<file path="config.mk">
export PLATFORM = sky130hd
export DESIGN_NAME = cnn_ctrl_top
export DESIGN_NICKNAME = d
export VERILOG_FILES = /design/src/hw/cnn_ctrl_pkg.sv /design/src/hw/apb_port.sv /design/src/hw/param_loader.sv /design/src/hw/layer_sequencer.sv /design/src/hw/cnn_ctrl_top.sv
export VERILOG_INCLUDE_DIRS = /design/src /design/src/hw
export SDC_FILE = /design/constraint.sdc
export NUM_CORES = 1
export LEC_CHECK = 0
export BUFFER_PORTS_ARGS = -buffer_cell sky130_fd_sc_hd__buf_4
export CORE_UTILIZATION = 35
export CTS_CLUSTER_SIZE = 16
export DETAILED_ROUTE_END_ITERATION = 12
export PLACE_DENSITY = 0.64
export SETUP_SLACK_MARGIN = 0.5
export SLEW_MARGIN = 5
export SYNTH_ARGS = -nofsm -noshare
export SYNTH_HDL_FRONTEND = slang
export SYNTH_SLANG_ARGS = --single-unit
</file>
<file path="constraint.sdc">
create_clock -name clk -period 2.35 [get_ports clk]
set_input_delay 0.1175 -clock clk [delete_from_list [all_inputs] [get_ports clk]]
set_output_delay 0.1175 -clock clk [all_outputs]
set_load 0.02 [all_outputs]
</file>
<file path="src/hw/cnn_ctrl_defs.svh">
`ifndef CNN_CTRL_DEFS_SVH
`define CNN_CTRL_DEFS_SVH

// Region codes in paddr[31:28]
`define CNN_REGION_WEIGHT 4'h8
`define CNN_REGION_BIAS 4'h9

// Status and result word
`define CNN_RESULT_ADDR 32'hffff_ffff

// Layer 1 weights: words stored, then reads in the set sweep
`define CNN_WEIGHT_NUM 216
`define CNN_WEIGHT_SET 72

// Layer 1 biases
`define CNN_BIAS_NUM 8
`define CNN_BIAS_SET 8

// Layer 1 compute time in clock cycles
`define CNN_COMPUTE_CYCLES 3072

// Local memory port widths
`define CNN_MEM_AW 16
`define CNN_MEM_DW 16

`endif

</file>
<file path="src/hw/cnn_ctrl_pkg.sv">
`include "cnn_ctrl_defs.svh"

package cnn_ctrl_pkg;

	// Region view of an APB address
	typedef struct packed
	{
		logic [3:0] region;
		logic [27:0] offset;
	} apb_addr_fields_t;

	// Raw view for the result address, field view for loader select
	typedef union packed
	{
		logic [31:0] raw;
		apb_addr_fields_t f;
	} apb_addr_u;

	// One accepted write on its way to a loader
	typedef struct packed
	{
		logic strobe;
		logic [`CNN_MEM_DW-1:0] data;
	} load_write_t;

	// Port of one local parameter memory
	typedef struct packed
	{
		logic wr;
		logic rd;
		logic [`CNN_MEM_AW-1:0] addr;
		logic [`CNN_MEM_DW-1:0] data;
	} mem_port_t;

	typedef enum logic [1:0]
	{
		load_idle,
		load_store,
		load_set,
		load_done
	} load_state_e;

endpackage

</file>
<file path="src/hw/apb_port.sv">
`include "cnn_ctrl_defs.svh"

module apb_port
(
	input logic clk,
	input logic rst,
	input logic psel,
	input logic penable,
	input logic pwrite,
	input cnn_ctrl_pkg::apb_addr_u paddr,
	input logic [31:0] pwdata,
	input logic weight_done,
	input logic bias_done,
	input logic layer_done,
	output logic pready,
	output logic [31:0] prdata,
	output logic pslverr,
	output logic result_read,
	output cnn_ctrl_pkg::load_write_t weight_wr,
	output cnn_ctrl_pkg::load_write_t bias_wr
);

	logic access;
	logic hit_weight;
	logic hit_bias;
	logic hit_result;
	logic weight_stb;
	logic bias_stb;
	logic [`CNN_MEM_DW-1:0] wr_data;
	logic [31:0] status;

	// No wait states
	assign pready = 1'b1;

	assign access = psel & penable;

	// Loader regions come from the field view
	assign hit_weight = (paddr.f.region == `CNN_REGION_WEIGHT);
	assign hit_bias = (paddr.f.region == `CNN_REGION_BIAS);

	// Result word is matched on the whole address
	assign hit_result = (paddr.raw == `CNN_RESULT_ADDR);

	assign pslverr = access & ~(hit_weight | hit_bias | hit_result);

	assign result_read = access & ~pwrite & hit_result;

	always_comb
	begin
		status = '0;
		status[0] = weight_done;
		status[1] = bias_done;
		status[2] = layer_done;
	end

	// Only the result address returns data
	assign prdata = result_read ? status : 32'd0;

	// Strobes last one cycle after the access cycle
	always_ff @(posedge clk or posedge rst)
	begin
		if (rst)
		begin
			weight_stb <= 1'b0;
			bias_stb <= 1'b0;
		end
		else
		begin
			weight_stb <= access & pwrite & hit_weight;
			bias_stb <= access & pwrite & hit_bias;
		end
	end

	// Write data for the selected loader
	always_ff @(posedge clk)
	begin
		if (access && pwrite && (hit_weight || hit_bias))
		begin
			wr_data <= pwdata[`CNN_MEM_DW-1:0];
		end
	end

	always_comb
	begin
		weight_wr.strobe = weight_stb;
		weight_wr.data = wr_data;
		bias_wr.strobe = bias_stb;
		bias_wr.data = wr_data;
	end

endmodule

</file>
<file path="src/hw/param_loader.sv">
`include "cnn_ctrl_defs.svh"

module param_loader
#(
	parameter int NUM = 8,
	parameter int SET = 8
)
(
	input logic clk,
	input logic rst,
	input cnn_ctrl_pkg::load_write_t wr_in,
	output cnn_ctrl_pkg::mem_port_t mem,
	output logic set_done
);

	import cnn_ctrl_pkg::*;

	// Counter values on the cycle of the last store and the last read
	localparam logic [`CNN_MEM_AW-1:0] store_last = `CNN_MEM_AW'(NUM - 1);
	localparam logic [`CNN_MEM_AW-1:0] set_last = `CNN_MEM_AW'(SET - 1);

	load_state_e state;
	logic [`CNN_MEM_AW-1:0] store_cnt;
	logic [`CNN_MEM_AW-1:0] set_cnt;

	always_ff @(posedge clk or posedge rst)
	begin
		if (rst)
		begin
			state <= load_idle;
			store_cnt <= '0;
			set_cnt <= '0;
		end
		else
		begin
			case (state)
				load_idle, load_store:
				begin
					if (wr_in.strobe)
					begin
						store_cnt <= store_cnt + 1'b1;
						if (store_cnt == store_last)
						begin
							state <= load_set;
						end
						else
						begin
							state <= load_store;
						end
					end
				end
				load_set:
				begin
					set_cnt <= set_cnt + 1'b1;
					if (set_cnt == set_last)
					begin
						state <= load_done;
					end
				end
				load_done:
				begin
					// Later strobes dropped until reset
					state <= load_done;
				end
				default:
				begin
					state <= load_idle;
				end
			endcase
		end
	end

	// Memory port follows the strobe in the same cycle
	always_comb
	begin
		mem = '0;
		case (state)
			load_idle, load_store:
			begin
				if (wr_in.strobe)
				begin
					mem.wr = 1'b1;
					mem.addr = store_cnt;
					mem.data = wr_in.data;
				end
			end
			load_set:
			begin
				mem.rd = 1'b1;
				mem.addr = set_cnt;
			end
			default:
			begin
				mem = '0;
			end
		endcase
	end

	assign set_done = (state == load_done);

endmodule

</file>
<file path="src/hw/layer_sequencer.sv">
`include "cnn_ctrl_defs.svh"

module layer_sequencer
(
	input logic clk,
	input logic rst,
	input logic weight_done,
	input logic bias_done,
	output logic result_write,
	output logic layer_done
);

	typedef enum logic [1:0]
	{
		seq_idle,
		seq_run,
		seq_finished
	} seq_state_e;

	// Run starts the cycle after both loaders are set, so the pulse lands one earlier
	localparam logic [15:0] cycle_last = 16'(`CNN_COMPUTE_CYCLES - 1);

	seq_state_e state;
	logic [15:0] cycle_cnt;
	logic both_set;

	assign both_set = weight_done & bias_done;

	always_ff @(posedge clk or posedge rst)
	begin
		if (rst)
		begin
			state <= seq_idle;
			cycle_cnt <= '0;
		end
		else
		begin
			case (state)
				seq_idle:
				begin
					cycle_cnt <= '0;
					if (both_set)
					begin
						state <= seq_run;
					end
				end
				seq_run:
				begin
					cycle_cnt <= cycle_cnt + 1'b1;
					if (cycle_cnt == cycle_last)
					begin
						state <= seq_finished;
					end
				end
				seq_finished:
				begin
					state <= seq_finished;
				end
				default:
				begin
					state <= seq_idle;
				end
			endcase
		end
	end

	assign result_write = (state == seq_run) && (cycle_cnt == cycle_last);

	// Done from the pulse onwards
	assign layer_done = result_write | (state == seq_finished);

endmodule

</file>
<file path="src/hw/cnn_ctrl_top.sv">
`include "cnn_ctrl_defs.svh"

module cnn_ctrl_top
(
	input logic clk,
	input logic rst,
	input logic psel,
	input logic penable,
	input logic pwrite,
	input logic [31:0] paddr,
	input logic [31:0] pwdata,
	output logic pready,
	output logic [31:0] prdata,
	output logic pslverr,
	output logic result_read,
	output logic result_write,
	output cnn_ctrl_pkg::mem_port_t weight_mem,
	output cnn_ctrl_pkg::mem_port_t bias_mem
);

	import cnn_ctrl_pkg::*;

	load_write_t weight_wr;
	load_write_t bias_wr;
	logic weight_done;
	logic bias_done;
	logic layer_done;

	apb_port u_apb_port
	(
		.clk(clk),
		.rst(rst),
		.psel(psel),
		.penable(penable),
		.pwrite(pwrite),
		.paddr(paddr),
		.pwdata(pwdata),
		.weight_done(weight_done),
		.bias_done(bias_done),
		.layer_done(layer_done),
		.pready(pready),
		.prdata(prdata),
		.pslverr(pslverr),
		.result_read(result_read),
		.weight_wr(weight_wr),
		.bias_wr(bias_wr)
	);

	param_loader
	#(
		.NUM(`CNN_WEIGHT_NUM),
		.SET(`CNN_WEIGHT_SET)
	)
	u_weight_loader
	(
		.clk(clk),
		.rst(rst),
		.wr_in(weight_wr),
		.mem(weight_mem),
		.set_done(weight_done)
	);

	param_loader
	#(
		.NUM(`CNN_BIAS_NUM),
		.SET(`CNN_BIAS_SET)
	)
	u_bias_loader
	(
		.clk(clk),
		.rst(rst),
		.wr_in(bias_wr),
		.mem(bias_mem),
		.set_done(bias_done)
	);

	layer_sequencer u_layer_sequencer
	(
		.clk(clk),
		.rst(rst),
		.weight_done(weight_done),
		.bias_done(bias_done),
		.result_write(result_write),
		.layer_done(layer_done)
	);

endmodule

</file>
Yosys cells after proc, flatten, opt, wreduce, memory -nomap -nowiden
Cells that the tools add are included.
{ "word_totals": {"word_cells": 91, "register_bits": 104, "output_inout_bits": 104, "input_bits": 69} }
{ "op_classes": {"muxes": 25, "n_bitwise": 13, "n_reduce_logical": 15, "n_eq_ne": 22, "add_sub_neg": 5} }
{ "op_table": {"columns": ["cell", "n"], "rows": [
  ["$pmux W16 S2", 3],
  ["$add A16 B1 Y16 const B", 5],
  ["$mux W32", 2],
  ["$eq A16 B3 Y1 const B", 2],
  ["$eq A32 B32 Y1 const B", 1],
  ["$mux W16", 2],
  ["$pmux W2 S3", 3],
  ["$eq A16 B12 Y1 const B", 1],
  ["$eq A16 B7 Y1 const B", 1],
  ["$eq A16 B8 Y1 const B", 1],
  ["$mux W2", 8],
  ["$eq A2 B2 Y1 const B", 5],
  ["$reduce_and A2 Y1", 5],
  ["$and A1 B1 Y1", 8],
  ["$eq A4 B4 Y1 const B", 2],
  ["$eq A2 B1 Y1 const B", 3],
  ["$logic_not A2 Y1", 3],
  ["$mux W1", 6],
  ["$ne A2 B1 Y1 const B", 3],
  ["$ne A2 B2 Y1 const B", 3],
  ["$reduce_or A2 Y1", 2],
  ["$logic_and A1 B1 Y1", 3],
  ["$mux W3", 1],
  ["$or A1 B1 Y1", 3],
  ["other kinds (3)", 4]
]} }

Longest topological paths before layout
Gate-level depths: netlist (run 1).
{ "depth": {"ltp_word": 5, "depth_mapped": 7, "depth_no_buf": 6} }

By module
Synthesis (run 1) repeated with hierarchy kept, for this count alone.
{ "hier_totals": {"hier_cells": 549, "area_unflattened_um2": 5818.1} }
{ "modules_own_cells": {"columns": ["mod", "n_inst", "area_each_um2", "cells_each", "seq_area_each_um2"], "rows": [
  ["param_loader (u_weight_loader)", 1, 1865.5, 177, 850.8],
  ["param_loader (u_bias_loader)", 1, 1850.5, 175, 850.8],
  ["apb_port", 1, 1068.5, 94, 530.5],
  ["layer_sequencer", 1, 1033.5, 103, 450.4]
]} }

Worst setup path before layout (run 1)
Ideal clock, no wire load.
{ "synth_path": {"kind": "register to output", "from": "register u_layer_sequencer.state[1]", "to": "output port prdata[2]", "stages_incl_launch_ff": 8, "required_ns": 2.233, "arrival_ns": 1.732, "path_slack_ns": 0.501, "cell_sequence": "dfrtp_1 > inv_1 > ha_1 > clkbuf_1 > inv_1 > nor3_2 > a21oi_1 > nor2_1"} }
{ "synth_between": {"elab_chain_cells": 4, "word_cells_on_any_way": 5, "classes_between": "eq/ne (2); mux (1); bitwise (1); reduce/logical (1)"} }
{ "synth_rtl": {"columns": ["element", "line_no", "source"], "rows": [
  ["start: declaration", "layer_sequencer.sv:23", "seq_state_e state;"],
  ["start signal: assignment", "layer_sequencer.sv:33", "state <= seq_idle;"],
  ["start signal: assignment", "layer_sequencer.sv:44", "state <= seq_run;"],
  ["start signal: assignment", "layer_sequencer.sv:52", "state <= seq_finished;"],
  ["$eq A2 B1 Y1", "layer_sequencer.sv:67", "assign result_write = (state == seq_run) && (cycle_cnt == cycle_last);"],
  ["$logic_and A1 B1 Y1", "layer_sequencer.sv:67", null],
  ["$or A1 B1 Y1 *", "layer_sequencer.sv:70", "assign layer_done = result_write | (state == seq_finished);"],
  ["$mux W3 *", "apb_port.sv:57", "assign prdata = result_read ? status : 32'd0;"],
  ["end: declaration", "cnn_ctrl_top.sv:13", "output logic [31:0] prdata,"]
]} }
Mark *: on every way between the ends. The rest lies on a longest branch, timed or not.

Final worst setup path (run 1)
{ "layout_path": {"from": "register u_layer_sequencer.cycle_cnt[12]", "to": "output port prdata[2]"} }
{ "layout_between": {"elab_chain_cells": 4} }
{ "layout_rtl": {"columns": ["element", "line_no", "source"], "rows": [
  ["start: declaration", "layer_sequencer.sv:24", "logic [15:0] cycle_cnt;"],
  ["start signal: assignment", "layer_sequencer.sv:49", "cycle_cnt <= cycle_cnt + 1'b1;"],
  ["$eq A16 B12 Y1", "layer_sequencer.sv:67", null],
  ["$logic_and A1 B1 Y1", "layer_sequencer.sv:67", null],
  ["$or A1 B1 Y1", "layer_sequencer.sv:70", null],
  ["$mux W3", "apb_port.sv:57", null]
]} }
No other way between the ends.

==> results.json, run 1 <==
{
  "gr-total-overflow": 0,
  "fillCellCount": 1375,
  "worstMarginPinSlew_ps": 809,
  "clock.fmax_mhz": 540,
  "synth_seq_area_share_pct": 49.4,
  "clk_pin_slew_ps": 70,
  "synthArstFlopShare_pct": 84.6,
  "synth_compound_area_share_pct": 7.79,
  "dpl_cell_area_mm2": 0.00651,
  "power_density_mw_per_mm2": 505,
  "synthCells": 522,
  "num_io_pins": 173,
  "synth_area_mm2": 0.00543,
  "finClkSkew_ps": 7.86,
  "synth_top_family_by_area": "simple AND/OR/NAND/NOR gates",
  "slew_headroom_pct": 45.9,
  "die_area_mm2": 0.0160,
  "synth_edf_count": 16,
  "grt_use_total_pct": 16.9,
  "die_h_um": 127,
  "wl_per_cell_um": 15.3,
  "setup_violations": 0,
  "die_w_um": 127,
  "antenna_cells": 0,
  "dpl.hpwl_um": 9310,
  "synthToLayoutAreaGrowth_pct": 31.2,
  "core-area_mm2": 0.0151,
  "utilization_pct": 47.0,
  "cts.path.max_buffers": 2,
  "min_period_over_period_pct": 78.9,
  "clk_latency_ps": 360,
  "hold_class": "in2reg",
  "cts_buffers": 9,
  "synth_cell_types": 49,
  "initial_utilization_pct": 35.8,
  "p_leak_nw": 3.41,
  "min_period_ps": 1850,
  "clock_sinks": 104,
  "p_seq_share_pct": 52.3,
  "critPathKind": "reg2out",
  "antenna_found_initial": 0,
  "cp_num_buf_inv": 1,
  "cp_top_family": "simple AND/OR/NAND/NOR gates",
  "ys_top_cells_by_area": "dfrtp_1 (41%), edfxtp_1 (8.9%), xnor2_1 (6.5%)",
  "status": "finished, final reports clean",
  "cp.required_ps": 2230,
  "multi_input_area_mm2": 0.00261,
  "syn_area_per_cell_um2": 10.4,
  "met1_usage_pct": 21.8,
  "synth_common_cells": "dfrtp_1 (88), nand2_1 (52), xnor2_1 (40)",
  "cts_tree": "yes",
  "synth_xor_area_share_pct": 9.85,
  "drtAntennaViolNets": 0,
  "cts-root-buf": "clkbuf_16",
  "port_buffers": 126,
  "routed_via_density": 5.09,
  "p_sw_w": 0.000817,
  "cp_slowest_cell": "or4b_4",
  "grt_use_met2_pct": 27.6,
  "yosysWarningCount": 0,
  "grt_setup_unrepaired": "true",
  "met3_usage_pct": 5.02,
  "drive_gt1_share_pct": 26.8,
  "crit_path_start_kind": "register",
  "drt_iter0_drc": 283,
  "slowest_delay_ps": 580,
  "grt.busiest_layer": "met2",
  "cts.htree.levels": 3,
  "synth.most_common_cell": "dfrtp_1",
  "globalplace.congestion": 0.855,
  "tns_ps": 0,
  "synthSimpleGateAreaFrac_pct": 22.2,
  "crit_chain": "or4b_4 -> nor2_4 -> a21oi_1 -> nor2_1 -> buf_4",
  "drt-pass1-iter-count": 4,
  "synth_fa_ha_area_share_pct": 1.84,
  "vias": 4412,
  "p_int_w": 0.00278,
  "yosys.area.top_type": "dfrtp_1",
  "worstPathMaxFanout": 2,
  "worstSetupEndpointType": "primary output",
  "fin_area_mm2": 0.00712,
  "pwr-share-clk_pct": 41.5,
  "synth_seq_cells": 104,
  "wirelength_um": 13300,
  "final_nets": 750,
  "irDropWorstVdd_mv": 0.327,
  "ff2ff_setup_slack_ps": 520,
  "synth_top_area_share_pct": 40.6,
  "grt_pass1_wl_um": 21600,
  "drc": 0,
  "first_global_vias": 4296,
  "grt_max_degree": 40,
  "arrival_ps": 1740,
  "hold_violations": 0,
  "synth_ff_type": "dfrtp_1",
  "drv_cap": 0,
  "seq_area_mm2": 0.00268,
  "synthMuxAreaShare_pct": 2.65,
  "combPwrFrac_pct": 6.3,
  "rows": 45,
  "swShare_pct": 22.7,
  "final-max-slew-violation-count": 0
}
## cells in the final DEF, fill, tap and decap left out, types with 9 or more instances in the layout
| cell | Yosys | final |
|---|---|---|
| nor2_1 | 27 | 26 |
| buf_4 | 30 | 137 |
| inv_1 | 11 | 9 |
| dfrtp_1 | 88 | 87 |
| conb_1 | 2 | 30 |
| o21ai_0 | 10 | 10 |
| a22o_1 | 29 | 29 |
| and2_1 | 34 | 33 |
| nand3_1 | 29 | 28 |
| nand4_1 | 22 | 22 |
| mux2i_1 | 11 | 11 |
| nand2_1 | 52 | 52 |
| xor2_1 | 21 | 21 |
| dlygate4sd3_1 | 0 | 18 |
| clkbuf_16 | 0 | 9 |
| xnor2_1 | 40 | 40 |
| edfxtp_1 | 16 | 16 |
## layout make-up
type / count / share of cell area [%]
Clock inverter: 6 / 0.843
Sequential cell: 104 / 37.7
Tap cell: 188 / 3.30
Timing Repair Buffer: 158 / 17.6
Clock buffer: 10 / 3.22
Inverter: 12 / 0.756
Multi-Input combinational cell: 388 / 36.6
## what timing repair did
action,CTS,global route
buffers inserted,3,3
hold endpoints to repair,52,0
setup endpoints to repair,21,48
hold buffers,18,0
pin swaps,3,2
gates resized for setup,10,12
## per-layer routing
layer  share of wire [%]  wire [um]  up-vias
met5                   0          0        -
met4                 1.1        151        0
li1                    -          -     2081
met1                  44       5790     2145
met3                 6.1        808       15
met2                  49       6510      171
## cells by family (layout without fill, tap and decap cells)
kind of cell	after synthesis	count (layout)
AND/OR/NAND/NOR	222	222
buffers and inverters	58	186
flip-flops	104	104
multiplexers	14	14
XOR/XNOR	61	61
AO/OA/AOI/OAI	53	53
other	2	30
adder cells (fa/ha/maj)	8	8
## path summary, 6_finish.rpt
check,from,to,cells past startpoint
setup reg to reg,u_layer_sequencer.cycle_cnt[12],u_layer_sequencer.state[1],4
min in group asynchronous,rst,u_weight_loader.store_cnt[14],3
max in group asynchronous,rst,u_bias_loader.set_cnt[6],4
hold / removal,paddr[28],u_apb_port.bias_stb,2
hold reg to reg,u_layer_sequencer.cycle_cnt[15],u_layer_sequencer.cycle_cnt[15],1
setup / recovery,u_layer_sequencer.cycle_cnt[12],prdata[2],5
## power groups by stage
stage | Clock (W) | Sequential [W] | Combinational [W]
3_3_place_gp | 0 | 0.00191 | 0.000196
6_report | 0.00149 | 0.00188 | 0.000225
3_5_place_dp | 0 | 0.00191 | 0.000203
2_1_floorplan | 0 | 0.00191 | 0.000142
4_1_cts | 0.00153 | 0.00188 | 0.000227
5_1_grt | 0.00161 | 0.00188 | 0.000247
## metrics by stage
step	hold slack, ps	power [W]	instances	setup WS, ps
2_1_floorplan	183	0.00205	550	501
3_3_place_gp	296	0.00211	826	505
3_5_place_dp	297	0.00212	826	494
4_1_cts	14.5	0.00364	863	471
5_1_grt	27.5	0.00374	866	400
6_report	17.7	0.00359	866	497
## worst reg2reg max path, stage by stage, from the launching register on
cell	delay, ps
dfrtp_1	380
or4b_4	580
o41ai_4	440
a21oi_1	110
a31o_1	200
## flip-flops by register name (all words and copies together) (netlist names)
register and cells:
u_apb_port.weight_stb 1, u_bias_loader.state 2, u_weight_loader.store_cnt 16, u_bias_loader.store_cnt 16
u_apb_port.bias_stb 1, u_layer_sequencer.cycle_cnt 16, u_apb_port.wr_data 16, u_bias_loader.set_cnt 16
u_layer_sequencer.state 2, u_weight_loader.set_cnt 16, u_weight_loader.state 2
Power figures use the tool's default switching activity.
==> run 2: changes to the inputs <==
clock period = 1.6 ns   (was 2.35 ns; I/O delays follow)
==> results.json, run 2 (synthesis results as in run 1) <==
{
  "drt_iter0_drc": 221,
  "pwr-share-clk_pct": 39.9,
  "p_leak_nw": 4.97,
  "final_nets": 898,
  "fin_ws_ps": -182,
  "grt_setup_unrepaired": "true",
  "antenna_cells": 0,
  "clk_latency_ps": 350,
  "first_global_vias": 5333,
  "worstSetupEndpointType": "register",
  "drtAntennaViolNets": 0,
  "clock_sinks": 104,
  "clk_pin_slew_ps": 70,
  "grt_use_total_pct": 22.0,
  "port_buffers": 126,
  "hold_class": "in2reg",
  "startpoint": "u_layer_sequencer.cycle_cnt[12]",
  "cp.required_ps": 1880,
  "endpoint": "u_layer_sequencer.state[0]",
  "critPathKind": "reg2reg",
  "core-area_mm2": 0.0151,
  "cts_buffers": 9,
  "worstPathMaxFanout": 3,
  "power_density_mw_per_mm2": 539,
  "initial_utilization_pct": 35.8,
  "irDropWorstVdd_mv": 0.538,
  "antenna_found_initial": 0,
  "min_from": "penable",
  "final_common_cell": "buf_6",
  "min_period_over_period_pct": 111,
  "die_h_um": 127,
  "dp_cells": 879,
  "fin_area_mm2": 0.0101,
  "die_w_um": 127,
  "p_sw_w": 0.00131,
  "grt_pass1_wl_um": 27500,
  "cts_tree": "yes",
  "setup_violations": 87,
  "grt_max_degree": 41,
  "crit_path_start_kind": "register",
  "rr_worst_depth": 6,
  "wirelength_um": 18900,
  "final-max-slew-violation-count": 0,
  "p_int_w": 0.00413,
  "min_period_ps": 1780,
  "gr-total-overflow": 0,
  "die_area_mm2": 0.0160,
  "cts-root-buf": "clkbuf_16",
  "cts.htree.levels": 3,
  "rows": 45,
  "reg2reg_from": "u_layer_sequencer.cycle_cnt[12]",
  "cts.path.max_buffers": 2,
  "clock.fmax_mhz": 561,
  "synthToLayoutAreaGrowth_pct": 85.9,
  "p_seq_share_pct": 50.8,
  "status": "finished with violations",
  "stdcell_count": 1014,
  "drive_gt1_share_pct": 60.8,
  "drc": 0,
  "dpl_cell_area_mm2": 0.00746,
  "vias": 5217,
  "ff2ff_setup_slack_ps": -180,
  "arrival_ps": 2060,
  "combPwrFrac_pct": 9.2,
  "dpl.hpwl_um": 10700,
  "wl_per_cell_um": 18.6,
  "num_io_pins": 173,
  "swShare_pct": 24.0,
  "drt-pass1-iter-count": 4,
  "finClkSkew_ps": 10.4,
  "r2r_end": "u_layer_sequencer.state[0]",
  "drv_cap": 0,
  "hold_violations": 0,
  "globalplace.congestion": 0.804,
  "routed_via_density": 5.14,
  "fillCellCount": 1064,
  "violations": "setup timing",
  "most-common-layout-cells": "buf_6 (136), buf_4 (130), dfrtp_1 (78), and2_4 (33), nand2_1 (32)"
}
## run 2: cell types whose count changed in the layout (fill, tap and decap cells not counted), moves of 16 or more
cell     delta
a22o_1     -27
a22o_4     +27
and2_1     -32
and2_4     +32
buf_6     +134
nand2_1    -20
nand3_1    -18
nand3_2    +16
nor2_1     -19
nor2_4     +16
## run 2: final cells by class
| type | count | area [um2] | area share (%) |
|---|---|---|---|
| clock inverters | 3 | 22.5 | 0.223 |
| well taps | 188 | 235 | 2.33 |
| multi-input cells | 388 | 3690 | 36.6 |
| repair buffers | 303 | 3070 | 30.4 |
| repair inverters | 3 | 41.3 | 0.409 |
| inverters | 12 | 68.8 | 0.682 |
| clock buffers | 13 | 260 | 2.58 |
| flip-flops and latches | 104 | 2700 | 26.7 |
## run 2: metrics by stage
step | setup slack [ps] | total power [W] | TNS [ps] | util (%) | hold WS [ps]
after floorplan | 5.54 | 0.00303 | 0 | - | 146
after global placement | 38.0 | 0.00313 | 0 | 49.3 | 116
after detailed placement | -11.6 | 0.00314 | -11.6 | 49.3 | 126
after CTS | -162 | 0.00538 | -6280 | 61.6 | 301
after global routing | -229 | 0.00561 | -13460 | 66.6 | 270
final | -182 | 0.00544 | -9170 | 66.6 | 263
## run 2: power by group through the flow
stage | Combinational, W | Sequential, W | Clock, W
5_1_grt | 0.000535 | 0.00277 | 0.00231
2_1_floorplan | 0.000224 | 0.00281 | 0
4_1_cts | 0.000427 | 0.00276 | 0.00220
3_5_place_dp | 0.000330 | 0.00281 | 0
6_report | 0.000503 | 0.00277 | 0.00217
3_3_place_gp | 0.000320 | 0.00281 | 0
## run 2: what timing repair did
item,4_1_cts,5_1_grt
gates resized for setup,203,94
endpoints found under the setup margin,152,176
buffers inserted,59,34
gates cloned,6,2
endpoints found under the hold margin,33,0
hold buffers,18,0
pin swaps,73,55
## run 2: worst max-delay path, stage by stage, from the launching register on
cell	delay, ps
dfrtp_1	370
or4b_4	560
buf_4	160
o41ai_4	250
buf_4	190
a21oi_1	70
a21oi_1	110
## run 2: metal layers
layer	vias to the layer above	global-route usage (%)	routed length, um	part of all wire (%)
met2	181	39.3	10200	54
met4	0	7.44	514	2.7
met3	46	4.85	833	4.4
li1	2386	-	-	-
met5	-	0	0	0
met1	2604	26.2	7400	39
## run 2: worst min-delay path by stage
stage,to,slack [ps],cells after the start
6_report,u_apb_port.wr_data[15],260,2
4_1_cts,u_bias_loader.set_cnt[14],300,3
3_5_place_dp,u_bias_loader.set_cnt[14],130,2
2_1_floorplan,u_apb_port.weight_stb,150,1
5_1_grt,u_apb_port.wr_data[15],270,2
3_3_place_gp,u_bias_loader.set_cnt[14],120,2
==> run 3: changes to the inputs <==
SETUP_SLACK_MARGIN = 0.05   (was 0.5)
==> results.json, run 3 (synthesis results as in run 1) <==
{
  "worstPathMaxFanout": 2,
  "arrival_ps": 1720,
  "die_area_mm2": 0.0160,
  "slew_headroom_pct": 62.0,
  "wirelength_um": 16200,
  "drive_gt1_share_pct": 43.4,
  "die_w_um": 127,
  "drv_cap": 0,
  "dpl_cell_area_mm2": 0.00695,
  "cts_buffers": 9,
  "drtAntennaViolNets": 0,
  "min_period_over_period_pct": 112,
  "min_period_ps": 1800,
  "clk_pin_slew_ps": 70,
  "dpl.hpwl_um": 10100,
  "status": "finished with violations",
  "finClkSkew_ps": 6.68,
  "core-area_mm2": 0.0151,
  "fin_ws_ps": -198,
  "wl_per_cell_um": 16.8,
  "synthToLayoutAreaGrowth_pct": 59.3,
  "worstMarginPinSlew_ps": 569,
  "cts_tree": "yes",
  "fin_area_mm2": 0.00864,
  "most-common-layout-cells": "buf_4 (127), buf_6 (90), dfrtp_1 (87), nand2_1 (49), xnor2_1 (40)",
  "ff2ff_setup_slack_ps": -160,
  "rows": 45,
  "clock_sinks": 104,
  "p_seq_share_pct": 53.3,
  "clk_latency_ps": 350,
  "rr_worst_depth": 6,
  "globalplace.congestion": 0.804,
  "drc": 0,
  "cp.required_ps": 1520,
  "setup_violations": 70,
  "r2r_end": "u_layer_sequencer.state[0]",
  "drt-pass1-iter-count": 5,
  "p_sw_w": 0.00119,
  "grt_use_total_pct": 20.3,
  "total_power_w": 0.00517,
  "clock.fmax_mhz": 556,
  "irDropWorstVdd_mv": 0.473,
  "wl_met3_um": 801,
  "min_to": "u_apb_port.wr_data[4]",
  "final-max-slew-violation-count": 0,
  "first_global_vias": 5015,
  "reg2reg_from": "u_layer_sequencer.cycle_cnt[13]",
  "cts.path.max_buffers": 2,
  "pwr-share-clk_pct": 38.8,
  "drt-met1-wl_um": 6690,
  "crit_chain": "or4b_4 -> nor2_4 -> a21oi_2 -> nor2_2 -> buf_6",
  "p_int_w": 0.00398,
  "num_io_pins": 173,
  "gr-total-overflow": 0,
  "cts-root-buf": "clkbuf_16",
  "hold_violations": 0,
  "antenna_found_initial": 0,
  "power_density_mw_per_mm2": 598,
  "cts.htree.levels": 3,
  "vias": 4895,
  "final_nets": 844,
  "slowest_delay_ps": 560,
  "routed_via_density": 5.10,
  "antenna_cells": 0,
  "cp_slowest_cell": "or4b_4",
  "crit_path_start_kind": "register",
  "initial_utilization_pct": 35.8,
  "die_h_um": 127,
  "worstSetupEndpointType": "primary output",
  "maxUsedRoutingLayer": "met4",
  "fillCellCount": 1219,
  "grt_max_degree": 37,
  "dr_wl_met2_um": 8160,
  "critPathKind": "reg2out",
  "p_leak_nw": 4.14,
  "violations": "setup timing",
  "port_buffers": 126,
  "min_from": "penable",
  "hold_class": "in2reg",
  "swShare_pct": 23.0,
  "holdPathStages": 2,
  "final_common_cell": "buf_4",
  "grt_setup_unrepaired": "true",
  "grt_pass1_wl_um": 25300,
  "combPwrFrac_pct": 7.9,
  "drt_iter0_drc": 238,
  "tns_ps": -4520
}
==> run 3: cell types whose count changed in the layout (fill, tap and decap cells not counted), sizes merged <==
cell      before  now
clkbuf        15   14
buf          283  234
clkinv         4    3
inv           12   10
clkinvlp       2    1
==> run 3: metrics by stage <==
step | cells | hold WS [ps] | setup slack [ps] | util [%]
after floorplan | 550 | 146 | 5.49 | -
after global placement | 876 | 166 | 25.0 | 45.9
after detailed placement | 876 | 172 | -26.4 | 45.9
after CTS | 949 | 209 | -218 | 55.7
after global routing | 960 | 217 | -246 | 57.1
final | 960 | 214 | -198 | 57.1
==> run 3: power groups by stage <==
stage               combinational (W)  sequential [W]  clock [W]
global route                 0.000442         0.00276    0.00213
detailed placement           0.000336         0.00280          0
finish                       0.000409         0.00275    0.00201
floorplan                    0.000208         0.00280          0
global placement             0.000328         0.00280          0
CTS                          0.000404         0.00275    0.00204
==> run 3: worst max-delay path by stage <==
stage | start | depth (start not counted) | to | slack, ps
after detailed placement | paddr[10] | 6 | prdata[0] | -30
after floorplan | u_layer_sequencer.cycle_cnt[13] | 4 | u_layer_sequencer.state[1] | 5
after CTS | u_layer_sequencer.cycle_cnt[14] | 5 | prdata[2] | -220
final | u_layer_sequencer.cycle_cnt[13] | 5 | prdata[2] | -200
after global routing | u_layer_sequencer.cycle_cnt[13] | 5 | prdata[2] | -250
after global placement | u_layer_sequencer.cycle_cnt[13] | 5 | u_layer_sequencer.state[0] | 30
==> run 3: final cells by class <==
cell class / instances / area, um2 / share of cell area (%)
multi-input combinational: 388 / 2870 / 33.2
sequential: 104 / 2680 / 31.1
timing repair buffer: 252 / 2540 / 29.4
clock buffer: 14 / 244 / 2.82
tap: 188 / 235 / 2.72
inverter: 12 / 53.8 / 0.623
clock inverter: 2 / 10.0 / 0.116
==> run 3: critical path, delay by kind of cell (launching register included) <==
kind / cells / cell delay [ps]
AO/OA/AOI/OAI: 1 / 70
flip-flops: 1 / 380
buffers and inverters: 1 / 130
AND/OR/NAND/NOR: 3 / 790
==> run 3: timing repair <==
| item | in CTS | in global routing |
|---|---|---|
| buffers inserted | 28 | 20 |
| hold buffers | 18 | 0 |
| pin swaps | 65 | 30 |
| resized for setup | 153 | 48 |
| endpoints found under the setup margin | 81 | 109 |
| hold endpoints to repair | 39 | 0 |
| cloned | 12 | 0 |
==> run 3: metal layers <==
layer  vias up  track usage (%)
met5         -                0
met1      2387             25.3
met4         0             9.99
met3        33             3.54
li1       2277                -
met2       198             34.0
